File: config.mk
export PLATFORM = sky130hd
export DESIGN_NAME = fe_be_top
export DESIGN_NICKNAME = d
export VERILOG_FILES = /design/src/fe_pkg.sv /design/src/fe_cmd_decode.sv /design/src/fe_pc_gen.sv /design/src/fe_queue_fifo.sv /design/src/be_branch_resolve.sv /design/src/fe_be_top.sv
export SDC_FILE = /design/constraint.sdc
export NUM_CORES = 1
export LEC_CHECK = 0
export BUFFER_PORTS_ARGS = -buffer_cell sky130_fd_sc_hd__buf_4
export CORE_UTILIZATION = 45
export CTS_BUF_LIST = sky130_fd_sc_hd__clkbuf_2 sky130_fd_sc_hd__clkbuf_4 sky130_fd_sc_hd__clkbuf_8
export CTS_CLUSTER_SIZE = 30
export DETAILED_ROUTE_END_ITERATION = 8
export GPL_ROUTABILITY_DRIVEN = 0
export PLACE_DENSITY_LB_ADDON = 0.08
export SLEW_MARGIN = 5
export SYNTH_ARGS = -nofsm -noshare
export SYNTH_HDL_FRONTEND = slang
export SYNTH_HIERARCHICAL = 1
export SYNTH_SLANG_ARGS = --single-unit
export TNS_END_PERCENT = 20
File: constraint.sdc
create_clock -name clk_i -period 6.3 [get_ports clk_i]
set_input_delay 1.26 -clock clk_i [delete_from_list [all_inputs] [get_ports clk_i]]
set_output_delay 1.26 -clock clk_i [all_outputs]
set_load 0.005 [all_outputs]
File: src/fe_pkg.sv
`default_nettype none

package fe_pkg;

    localparam int VADDR_WIDTH = 32;
    localparam int INSTR_WIDTH = 32;

    localparam logic [VADDR_WIDTH-1:0] BOOT_PC     = 32'h0000_0000;
    localparam logic [VADDR_WIDTH-1:0] TRAP_VECTOR = 32'h0000_0200;

    // major opcode field in instr[6:0]
    localparam logic [6:0] OPCODE_JAL = 7'b1101111;

    typedef enum logic {
        e_fe_fetch     = 1'b0,
        e_fe_exception = 1'b1
    } fe_queue_type_e;

    typedef struct packed {
        logic [VADDR_WIDTH-1:0] pc;
        logic [INSTR_WIDTH-1:0] instr;
    } fe_fetch_s;

    // padded out to the fetch payload width
    typedef struct packed {
        logic [VADDR_WIDTH-1:0] vaddr;
        logic [INSTR_WIDTH-1:0] padding;
    } fe_exception_s;

    typedef union packed {
        fe_fetch_s     fetch;
        fe_exception_s exception;
    } fe_queue_msg_u;

    typedef struct packed {
        fe_queue_type_e msg_type;
        fe_queue_msg_u  msg;
    } fe_queue_s;

    typedef enum logic {
        e_op_state_reset = 1'b0,
        e_op_pc_redirect = 1'b1
    } fe_cmd_opcode_e;

    typedef struct packed {
        fe_cmd_opcode_e         opcode;
        logic [VADDR_WIDTH-1:0] pc;
    } fe_cmd_s;

    typedef struct packed {
        logic [VADDR_WIDTH-1:0] pc;
        logic [INSTR_WIDTH-1:0] instr;
        logic                   exception;
    } retire_s;

endpackage

`default_nettype wire

File: src/fe_cmd_decode.sv
`timescale 1ns/1ps
`default_nettype none

module fe_cmd_decode (
    input  wire logic                           clk_i,
    input  wire logic                           reset_i,
    input  wire fe_pkg::fe_cmd_s                fe_cmd_i,
    input  wire logic                           fe_cmd_v_i,
    output logic                                fe_cmd_ready_o,
    output logic                                redirect_v_o,
    output logic [fe_pkg::VADDR_WIDTH-1:0]      redirect_pc_o,
    output logic                                started_o
);
    import fe_pkg::*;

    logic ready_r;
    logic started_r;
    logic cmd_accept;
    logic is_state_reset;

    assign fe_cmd_ready_o = ready_r;
    assign cmd_accept     = fe_cmd_v_i & ready_r;
    assign is_state_reset = (fe_cmd_i.opcode == e_op_state_reset);

    // redirects before the first state reset are ignored
    assign redirect_v_o  = cmd_accept & (is_state_reset | started_r);
    assign redirect_pc_o = fe_cmd_i.pc;
    assign started_o     = started_r;

    always_ff @(posedge clk_i) begin
        if (reset_i) begin
            ready_r   <= 1'b0;
            started_r <= 1'b0;
        end else begin
            ready_r <= 1'b1;
            if (cmd_accept && is_state_reset) begin
                started_r <= 1'b1;
            end
        end
    end

    // back end must drop cmd_v once its command is taken
    redirect_single_pulse: assert property (@(posedge clk_i) disable iff (reset_i)
        redirect_v_o |=> !redirect_v_o);

endmodule

`default_nettype wire

File: src/fe_pc_gen.sv
`timescale 1ns/1ps
`default_nettype none

module fe_pc_gen (
    input  wire logic                           clk_i,
    input  wire logic                           reset_i,
    input  wire logic                           redirect_v_i,
    input  wire logic [fe_pkg::VADDR_WIDTH-1:0] redirect_pc_i,
    input  wire logic                           started_i,
    output logic [fe_pkg::VADDR_WIDTH-1:0]      imem_req_pc_o,
    output logic                                imem_req_v_o,
    input  wire logic                           imem_req_ready_i,
    input  wire logic [fe_pkg::INSTR_WIDTH-1:0] imem_resp_instr_i,
    input  wire logic                           imem_resp_v_i,
    output fe_pkg::fe_queue_s                   enq_o,
    output logic                                enq_v_o,
    input  wire logic                           fifo_full_i
);
    import fe_pkg::*;

    logic [VADDR_WIDTH-1:0] pc_r;
    logic [VADDR_WIDTH-1:0] hold_pc_r;
    logic                   hold_r;
    logic                   outstanding_r;
    logic                   drop_r;
    logic                   stall_r;

    logic misaligned;
    logic can_fetch;
    logic fetch_enq;
    logic exc_enq;

    assign misaligned = |pc_r[1:0];

    // nothing in flight, room in the queue, no redirect this cycle
    assign can_fetch = started_i & ~stall_r & ~outstanding_r & ~hold_r
                     & ~fifo_full_i & ~redirect_v_i;

    // a request once raised is held until the memory takes it
    assign imem_req_v_o  = hold_r | (can_fetch & ~misaligned);
    assign imem_req_pc_o = hold_r ? hold_pc_r : pc_r;

    assign fetch_enq = imem_resp_v_i & outstanding_r & ~drop_r & ~redirect_v_i;
    assign exc_enq   = can_fetch & misaligned;
    assign enq_v_o   = fetch_enq | exc_enq;

    always_comb begin
        if (exc_enq) begin
            enq_o.msg_type                = e_fe_exception;
            enq_o.msg.exception.vaddr     = pc_r;
            enq_o.msg.exception.padding   = '0;
        end else begin
            enq_o.msg_type                = e_fe_fetch;
            enq_o.msg.fetch.pc            = pc_r;
            enq_o.msg.fetch.instr         = imem_resp_instr_i;
        end
    end

    always_ff @(posedge clk_i) begin
        if (reset_i) begin
            pc_r          <= BOOT_PC;
            hold_r        <= 1'b0;
            outstanding_r <= 1'b0;
            drop_r        <= 1'b0;
            stall_r       <= 1'b0;
        end else begin
            hold_r <= imem_req_v_o & ~imem_req_ready_i;

            if (imem_req_v_o && imem_req_ready_i) begin
                outstanding_r <= 1'b1;
            end else if (imem_resp_v_i) begin
                outstanding_r <= 1'b0;
            end

            // squash whatever is still held or in flight
            if (redirect_v_i) begin
                drop_r <= hold_r | (outstanding_r & ~imem_resp_v_i);
            end else if (imem_resp_v_i) begin
                drop_r <= 1'b0;
            end

            if (redirect_v_i) begin
                stall_r <= 1'b0;
            end else if (exc_enq) begin
                stall_r <= 1'b1;
            end

            if (redirect_v_i) begin
                pc_r <= redirect_pc_i;
            end else if (fetch_enq) begin
                pc_r <= pc_r + 32'd4;
            end
        end
    end

    always_ff @(posedge clk_i) begin
        if (imem_req_v_o && !hold_r) begin
            hold_pc_r <= pc_r;
        end
    end

    resp_needs_request: assert property (@(posedge clk_i) disable iff (reset_i)
        imem_resp_v_i |-> outstanding_r);

endmodule

`default_nettype wire

File: src/fe_queue_fifo.sv
`timescale 1ns/1ps
`default_nettype none

module fe_queue_fifo #(
    parameter int DEPTH = 4
) (
    input  wire logic                  clk_i,
    input  wire logic                  reset_i,
    input  wire logic                  flush_i,
    input  wire fe_pkg::fe_queue_s     enq_i,
    input  wire logic                  enq_v_i,
    output logic                       full_o,
    output fe_pkg::fe_queue_s          deq_o,
    output logic                       deq_v_o,
    input  wire logic                  deq_ready_i
);
    import fe_pkg::*;

    fe_queue_s mem [DEPTH];

    logic [$clog2(DEPTH)-1:0]   wr_ptr_r;
    logic [$clog2(DEPTH)-1:0]   rd_ptr_r;
    logic [$clog2(DEPTH+1)-1:0] count_r;
    logic                       push;
    logic                       pop;

    assign full_o  = (count_r == ($clog2(DEPTH+1))'(DEPTH));
    assign deq_v_o = (count_r != '0);
    assign deq_o   = mem[rd_ptr_r];

    assign push = enq_v_i & ~full_o;
    assign pop  = deq_v_o & deq_ready_i;

    always_ff @(posedge clk_i) begin
        if (reset_i || flush_i) begin
            wr_ptr_r <= '0;
            rd_ptr_r <= '0;
            count_r  <= '0;
        end else begin
            if (push) begin
                wr_ptr_r <= (wr_ptr_r == ($clog2(DEPTH))'(DEPTH-1)) ? '0 : wr_ptr_r + 1'b1;
            end
            if (pop) begin
                rd_ptr_r <= (rd_ptr_r == ($clog2(DEPTH))'(DEPTH-1)) ? '0 : rd_ptr_r + 1'b1;
            end
            case ({push, pop})
                2'b10:   count_r <= count_r + 1'b1;
                2'b01:   count_r <= count_r - 1'b1;
                default: count_r <= count_r;
            endcase
        end
    end

    always_ff @(posedge clk_i) begin
        if (push) begin
            mem[wr_ptr_r] <= enq_i;
        end
    end

    // pc_gen checks full before it fetches
    no_enq_when_full: assert property (@(posedge clk_i) disable iff (reset_i)
        enq_v_i |-> !full_o);

endmodule

`default_nettype wire

File: src/be_branch_resolve.sv
`timescale 1ns/1ps
`default_nettype none

module be_branch_resolve (
    input  wire logic                  clk_i,
    input  wire logic                  reset_i,
    input  wire fe_pkg::fe_queue_s     fe_queue_i,
    input  wire logic                  fe_queue_v_i,
    output logic                       fe_queue_ready_o,
    output fe_pkg::fe_cmd_s            fe_cmd_o,
    output logic                       fe_cmd_v_o,
    input  wire logic                  fe_cmd_ready_i,
    output fe_pkg::retire_s            retire_o,
    output logic                       retire_v_o
);
    import fe_pkg::*;

    logic    boot_r;
    logic    cmd_v_r;
    fe_cmd_s cmd_r;
    logic    retire_v_r;
    retire_s retire_r;

    logic                   accept;
    logic                   is_exc;
    logic                   is_jal;
    logic [VADDR_WIDTH-1:0] msg_pc;
    logic [INSTR_WIDTH-1:0] msg_instr;
    logic [VADDR_WIDTH-1:0] jal_imm;
    logic [VADDR_WIDTH-1:0] jal_target;

    // no messages taken while a command waits
    assign fe_queue_ready_o = ~cmd_v_r & ~boot_r;
    assign accept           = fe_queue_v_i & fe_queue_ready_o;

    assign is_exc = (fe_queue_i.msg_type == e_fe_exception);

    // exception vaddr overlays the fetch pc
    assign msg_pc = fe_queue_i.msg.fetch.pc;

    always_comb begin
        if (is_exc) begin
            msg_instr = '0;
        end else begin
            msg_instr = fe_queue_i.msg.fetch.instr;
        end
    end

    assign is_jal = ~is_exc & (msg_instr[6:0] == OPCODE_JAL);

    // sign extended j-type immediate
    assign jal_imm = {{11{msg_instr[31]}}, msg_instr[31], msg_instr[19:12],
                      msg_instr[20], msg_instr[30:21], 1'b0};
    assign jal_target = msg_pc + jal_imm;

    assign fe_cmd_o   = cmd_r;
    assign fe_cmd_v_o = cmd_v_r;
    assign retire_o   = retire_r;
    assign retire_v_o = retire_v_r;

    always_ff @(posedge clk_i) begin
        if (reset_i) begin
            boot_r     <= 1'b1;
            cmd_v_r    <= 1'b0;
            retire_v_r <= 1'b0;
        end else begin
            retire_v_r <= accept;
            if (boot_r) begin
                boot_r  <= 1'b0;
                cmd_v_r <= 1'b1;
            end else if (cmd_v_r && fe_cmd_ready_i) begin
                cmd_v_r <= 1'b0;
            end else if (accept && (is_exc || is_jal)) begin
                cmd_v_r <= 1'b1;
            end
        end
    end

    always_ff @(posedge clk_i) begin
        if (boot_r) begin
            cmd_r.opcode <= e_op_state_reset;
            cmd_r.pc     <= BOOT_PC;
        end else if (accept && (is_exc || is_jal)) begin
            cmd_r.opcode <= e_op_pc_redirect;
            cmd_r.pc     <= is_exc ? TRAP_VECTOR : jal_target;
        end
        if (accept) begin
            retire_r.pc        <= msg_pc;
            retire_r.instr     <= msg_instr;
            retire_r.exception <= is_exc;
        end
    end

    cmd_held_until_taken: assert property (@(posedge clk_i) disable iff (reset_i)
        fe_cmd_v_o && !fe_cmd_ready_i |=> fe_cmd_v_o && $stable(fe_cmd_o));

endmodule

`default_nettype wire

File: src/fe_be_top.sv
`timescale 1ns/1ps
`default_nettype none

module fe_be_top (
    input  wire logic                           clk_i,
    input  wire logic                           reset_i,
    output logic [fe_pkg::VADDR_WIDTH-1:0]      imem_req_pc_o,
    output logic                                imem_req_v_o,
    input  wire logic                           imem_req_ready_i,
    input  wire logic [fe_pkg::INSTR_WIDTH-1:0] imem_resp_instr_i,
    input  wire logic                           imem_resp_v_i,
    output fe_pkg::retire_s                     retire_o,
    output logic                                retire_v_o
);
    import fe_pkg::*;

    fe_cmd_s                fe_cmd;
    logic                   cmd_v;
    logic                   cmd_ready;
    logic                   redirect_v;
    logic [VADDR_WIDTH-1:0] redirect_pc;
    logic                   started;
    fe_queue_s              enq;
    logic                   enq_v;
    logic                   fifo_full;
    fe_queue_s              fe_queue;
    logic                   queue_v;
    logic                   queue_ready;

    fe_cmd_decode u_cmd_decode (
        .clk_i          (clk_i),
        .reset_i        (reset_i),
        .fe_cmd_i       (fe_cmd),
        .fe_cmd_v_i     (cmd_v),
        .fe_cmd_ready_o (cmd_ready),
        .redirect_v_o   (redirect_v),
        .redirect_pc_o  (redirect_pc),
        .started_o      (started)
    );

    fe_pc_gen u_pc_gen (
        .clk_i             (clk_i),
        .reset_i           (reset_i),
        .redirect_v_i      (redirect_v),
        .redirect_pc_i     (redirect_pc),
        .started_i         (started),
        .imem_req_pc_o     (imem_req_pc_o),
        .imem_req_v_o      (imem_req_v_o),
        .imem_req_ready_i  (imem_req_ready_i),
        .imem_resp_instr_i (imem_resp_instr_i),
        .imem_resp_v_i     (imem_resp_v_i),
        .enq_o             (enq),
        .enq_v_o           (enq_v),
        .fifo_full_i       (fifo_full)
    );

    // redirect flushes anything queued for the old path
    fe_queue_fifo #(
        .DEPTH (4)
    ) u_queue_fifo (
        .clk_i       (clk_i),
        .reset_i     (reset_i),
        .flush_i     (redirect_v),
        .enq_i       (enq),
        .enq_v_i     (enq_v),
        .full_o      (fifo_full),
        .deq_o       (fe_queue),
        .deq_v_o     (queue_v),
        .deq_ready_i (queue_ready)
    );

    be_branch_resolve u_branch_resolve (
        .clk_i            (clk_i),
        .reset_i          (reset_i),
        .fe_queue_i       (fe_queue),
        .fe_queue_v_i     (queue_v),
        .fe_queue_ready_o (queue_ready),
        .fe_cmd_o         (fe_cmd),
        .fe_cmd_v_o       (cmd_v),
        .fe_cmd_ready_i   (cmd_ready),
        .retire_o         (retire_o),
        .retire_v_o       (retire_v_o)
    );

endmodule

`default_nettype wire

==> Word-level counts from Yosys, hierarchy flattened <==
Memory sizes are Yosys's and may differ from the RTL's. A register that Yosys moved wholly into a read port is not among the register bits.
Cells that the tools add are included.
{ "totals": {"register_bits": 178, "ram_bits": 260, "in_bits": 36, "out_inout_bits": 99, "elab_cells": 105, "memories": 1} }
{ "op_classes": {"add_sub_neg": 6, "eq_ne": 6, "n_mux": 21, "bitwise": 35, "reduce_logical": 16} }
{ "memory_table": {"columns": ["name", "depth", "word_bits", "rd", "rd_clocked_by_memory_dff", "write_ports", "line_no", "rtl"], "rows": [
  ["u_queue_fifo.mem", 4, 65, 1, 1, 1, "fe_queue_fifo.sv:19", "fe_queue_s mem [DEPTH];"]
]} }
{ "ops": {"columns": ["op", "n"], "rows": [
  ["$mux W32", 5],
  ["$mux W65", 1],
  ["$add A32 B3 Y32 const B", 1],
  ["$add A32 B32 Y32", 1],
  ["$and A1 B1 Y1", 18],
  ["$not A1 Y1", 13],
  ["$mux W1", 10],
  ["$mux W2", 4],
  ["$reduce_bool A2 Y1", 4],
  ["$eq A7 B7 Y1 const B", 1],
  ["$eq A2 B2 Y1 const B", 3],
  ["$pmux W3 S2", 1],
  ["$reduce_bool A3 Y1", 2],
  ["$logic_and A1 B1 Y1", 5],
  ["$add A2 B1 Y2 const B", 2],
  ["$or A1 B1 Y1", 4],
  ["$reduce_or A2 Y1", 2],
  ["$add A3 B1 Y3 const B", 1],
  ["$eq A3 B3 Y1 const B", 1],
  ["$sub A3 B1 Y3 const B", 1],
  ["$eq A2 B1 Y1 const B", 1],
  ["$logic_or A1 B1 Y1", 2],
  ["$logic_not A1 Y1", 1]
]} }

==> Longest topological paths before layout <==
{ "logic_depth": {"ltp_word": 11, "ltp_mapped": 15, "mapped_depth_nobuf": 13} }

==> Cells and area by module <==
Netlist, hierarchy kept.
{ "by_module_without_submodules": {"columns": ["mod", "n_inst", "cells_each", "area_each_um2", "seq_area_each_um2"], "rows": [
  ["fe_queue_fifo", 1, 395, 9865.7, 7987.7],
  ["be_branch_resolve", 1, 501, 5241.3, 2672.6],
  ["fe_pc_gen", 1, 361, 3704.8, 1681.6],
  ["fe_cmd_decode", 1, 40, 309.0, 40.0]
]} }

==> Least setup slack after synthesis <==
Ideal clock, no wire load.
{ "synth_timing": {"kind": "register to register", "from": "reg u_queue_fifo.count_r[0]", "to": "reg u_pc_gen.hold_pc_r[0] (enable)", "setup_time_ns": 0.501, "arrival_time_ns": 4.158, "required_ns": 5.799, "slack_ns": 1.641, "stages_incl_launch_ff": 6, "path_buffers": 1, "period_less_slack_ns": 4.659, "cell_sequence": "dfxtp_1 or3b_1 buf_6 inv_1 or4_4 nor4_1"} }
{ "synth_via": {"elab_chain_cells": 7} }
{ "synth_lines": {"columns": ["item", "line_no", "rtl"], "rows": [
  ["from (decl)", "fe_queue_fifo.sv:23", "logic [$clog2(DEPTH+1)-1:0] count_r;"],
  ["from (signal assigned)", "fe_queue_fifo.sv:47", "2'b10: count_r <= count_r + 1'b1;"],
  ["from (signal assigned)", "fe_queue_fifo.sv:48", "2'b01: count_r <= count_r - 1'b1;"],
  ["from (signal assigned)", "fe_queue_fifo.sv:49", "default: count_r <= count_r;"],
  ["$eq A3 B3 Y1", "fe_queue_fifo.sv:27", "assign full_o = (count_r == ($clog2(DEPTH+1))'(DEPTH));"],
  ["via fifo_full", "fe_be_top.sv:25", "logic fifo_full;"],
  ["$not A1 Y1", "fe_pc_gen.sv:37", "& ~fifo_full_i & ~redirect_v_i;"],
  ["$and A1 B1 Y1 (2 in a row)", "fe_pc_gen.sv:37", null],
  ["$and A1 B1 Y1", "fe_pc_gen.sv:40", "assign imem_req_v_o = hold_r | (can_fetch & ~misaligned);"],
  ["$or A1 B1 Y1", "fe_pc_gen.sv:40", null],
  ["$logic_and A1 B1 Y1", "fe_pc_gen.sv:97", "if (imem_req_v_o && !hold_r) begin"],
  ["to (signal assigned)", "fe_pc_gen.sv:98", "hold_pc_r <= pc_r;"],
  ["to (decl)", "fe_pc_gen.sv:22", "logic [VADDR_WIDTH-1:0] hold_pc_r;"]
]} }
The timed path passes the listed nets, and every way through them passes these cells.
A chain may end at the register's enable or synchronous reset.

==> flow_summary.ini <==
[clocking]
clkLatencyLatePin_ns = 0.62
post_cts_buffers = 0
path_clk_slew_ns = 0.06
cts_htree_levels = 3
clockRootBuffer = clkbuf_8
cts_tree = built
hold_buffers = 0
cts_resized = 0
cts_max_path_buffers = 3
cts_buffers = 75
cts.sinks = 440

[setup_path]
critPathKind = register to register
cpMostUsedCell = o21ai_0
startpoint_type = register
arrival_ns = 4.84
cp_top_family = compound AO/OA/AOI/OAI gates
max_stage_delay_ns = 0.87
crit_chain = mux4_2, nor2b_1, ha_1, o21ai_0, o21ai_1, a211oi_1, o21bai_1, a221oi_1, xor2_1, o21ai_0
path_max_fanout = 26
cp_data_required_time_ns = 6.77
cp_num_buf_inv = 0
end_kind = register
slowest_stage = mux4_2

[yosys]
synth_edf_count = 357
yosys.cell_types.count = 94
synth_ff_type = edfxtp_1
synth_area_leaders = edfxtp_1 (56%), dfxtp_1 (8.7%), mux4_2 (7.7%)
yosys.area.top_type_share_pct = 56.07
syn_area_per_cell_um2 = 14.74
synth_most_common_cell = edfxtp_1
synthCells = 1297
ys_warn_count = 6
synth_common_cells = edfxtp_1 (357), dfxtp_1 (83), nor2_1 (72), nand2_1 (69), nor2b_1 (67)
post-synth-top-area-cell = edfxtp_1
synth-seq-cells = 440
async_reset_ff_share_pct = 0
seq_area_frac_synth_pct = 64.76
synthesis.nets = 1363
synthesis.area_um2 = 19120

[finish]
nNetsFinal = 1493
num_antenna_cells = 0
design_area_um2 = 21840
area_growth_syn_to_layout_pct = 14.21
utilization_pct = 52.06
drive_gt1_share_pct = 27.55

[global_route]
first_global_vias = 11680
grt_max_degree = 66
antenna_found_initial = 0
grt_pass1_wl_um = 71040
grt_use_total_pct = 21.85
overflow = 0

[floorplan]
core_um2 = 41950
io_pins = 135
rows = 75
die_h_um = 208.1
initial_core_util_pct = 45.58
die_w_um = 208.1
dieArea_um2 = 43320

[timing]
grt_setup_unrepaired = false
finalMaxSlewViolations = 0
hold_violations = 0
setup_viol = 0
finalSetupTns_ns = 0
fin_crit_sh_pct = 69.37
fin_ws_ns = 1.930
finClkSkew_ns = 0.02715
hold_ws_ns = 0.4624
tightest_slew_ns = 1.122
fmax_ghz = 0.2288
slew-limit-headroom_pct = 25.18
fin_crit_ns = 4.370

[power_and_ir_drop]
vdd_drop_max_mv = 0.1230
netSwitchingPower_mw = 1.277
switching_share_pct = 21.34
clkPwrFrac_pct = 42.7
share_comb_of_total_power_pct = 3.6
power_density_nw_per_um2 = 273.9
p_leak_nw = 7.470
internal-power_mw = 4.705
seqPwrFrac_pct = 53.7

[run_status]
status = finished, final reports clean

[placement]
dp_slack_ns = 1.996
placed_cell_area_um2 = 20350
io_buffers = 134
hpwl_um = 29960

[detailed_routing]
vias = 11530
viasPerCell = 5.707
drc_errors = 0
drt_iter0_drc = 818
routed_wl_um = 46480
first_pass_iters = 5
postRouteAntennaNets = 0
post_drt_wl_per_cell_um = 23.01

[run]
maxCapViolations = 0

[min_path]
min_path_type = register to register
[power by group through the flow]
stage	registers, mW	clock network (mW)	logic, mW
after detailed placement	3.27	0	0.216
after global placement	3.27	0	0.214
after CTS	3.21	2.63	0.217
after floorplan	3.25	0	0.136
after global routing	3.21	2.74	0.235
final	3.21	2.56	0.215
[cells in the final DEF (no fill, tap or decap), types with 14 or more instances in the layout]
cell type / Yosys / routed
xnor2_1: 19 / 19
clkinv_1: 2 / 14
a211oi_1: 17 / 17
mux2_2: 30 / 30
a21oi_1: 44 / 43
nor2b_1: 67 / 67
clkbuf_4: 0 / 26
o21ai_0: 40 / 40
a311oi_1: 14 / 14
mux4_2: 65 / 65
inv_1: 20 / 20
buf_4: 40 / 153
ha_1: 28 / 28
dfxtp_1: 83 / 80
nor2_1: 72 / 71
clkbuf_8: 0 / 80
nand4_1: 17 / 17
nand3_1: 23 / 23
xor2_1: 16 / 16
nand2_1: 69 / 69
edfxtp_1: 357 / 357
[cells by family after synthesis]
logic type	count (synthesis)	share of synthesized area, %
multiplexers	97	9.528
AND/OR/NAND/NOR	361	10.48
flip-flops	440	64.76
XOR/XNOR	35	1.603
buffers and inverters	123	3.697
AO/OA/AOI/OAI	211	7.898
adder cells (fa/ha/maj)	30	2.042
[routing by layer]
layer | track usage [%] | part of all wire, %
met2 | 35.70 | 48
met3 | 3.894 | 4.1
met4 | 6.181 | 1.9
met5 | 0 | 0
met1 | 30.05 | 45
[worst reg2reg max path, delay by kind of cell (launching register included)]
family | cells | cell delay [ns]
AOI/OAI and AO/OA | 6 | 1.68
and+or+nand+nor | 1 | 0.34
adders and majority gates | 1 | 0.36
muxes | 1 | 0.89
DFF | 1 | 0.72
xor gates and xnor gates | 1 | 0.27
[per-stage QoR]
stage | power [mW] | instances
global placement | 3.485 | 1889
finish | 5.982 | 2020
floorplan | 3.383 | 1297
global route | 6.194 | 2020
CTS | 6.055 | 2020
detailed placement | 3.488 | 1889
[path summary, 6_finish.rpt]
check | start | to | slack, ns | cells past startpoint
setup / recovery | register | u_branch_resolve/fe_cmd_o[18] | 1.93 | 10
hold / removal | u_branch_resolve/fe_cmd_o[23] | u_branch_resolve/fe_cmd_o[23] | 0.46 | 2
setup reg to reg | register | u_branch_resolve/fe_cmd_o[18] | 1.93 | 10
hold reg to reg | u_branch_resolve/fe_cmd_o[23] | u_branch_resolve/fe_cmd_o[23] | 0.46 | 2
[state kept, by name (all words and copies together) (netlist names), 2 cells and up, named ones only]
| register | flops |
|---|---|
| u_pc_gen/hold_pc_r | 32 |
| u_branch_resolve/retire_o | 65 |
| u_queue_fifo/mem | 260 |
| u_branch_resolve/fe_cmd_o | 33 |
| u_queue_fifo/count_r | 3 |
| u_pc_gen/pc_r | 32 |
| u_queue_fifo/wr_ptr_r | 2 |
| u_queue_fifo/rd_ptr_r | 2 |
[final cells by class]
cell class	count	area, um2
clock inverter	25	190.2
timing repair buffer	153	1149
sequential	440	12390
tap	539	674.4
clock buffer	106	1296
multi-input combinational	734	6050
inverter	23	91.34
fill	3586	20110
(Power assumes the default switching activity.)
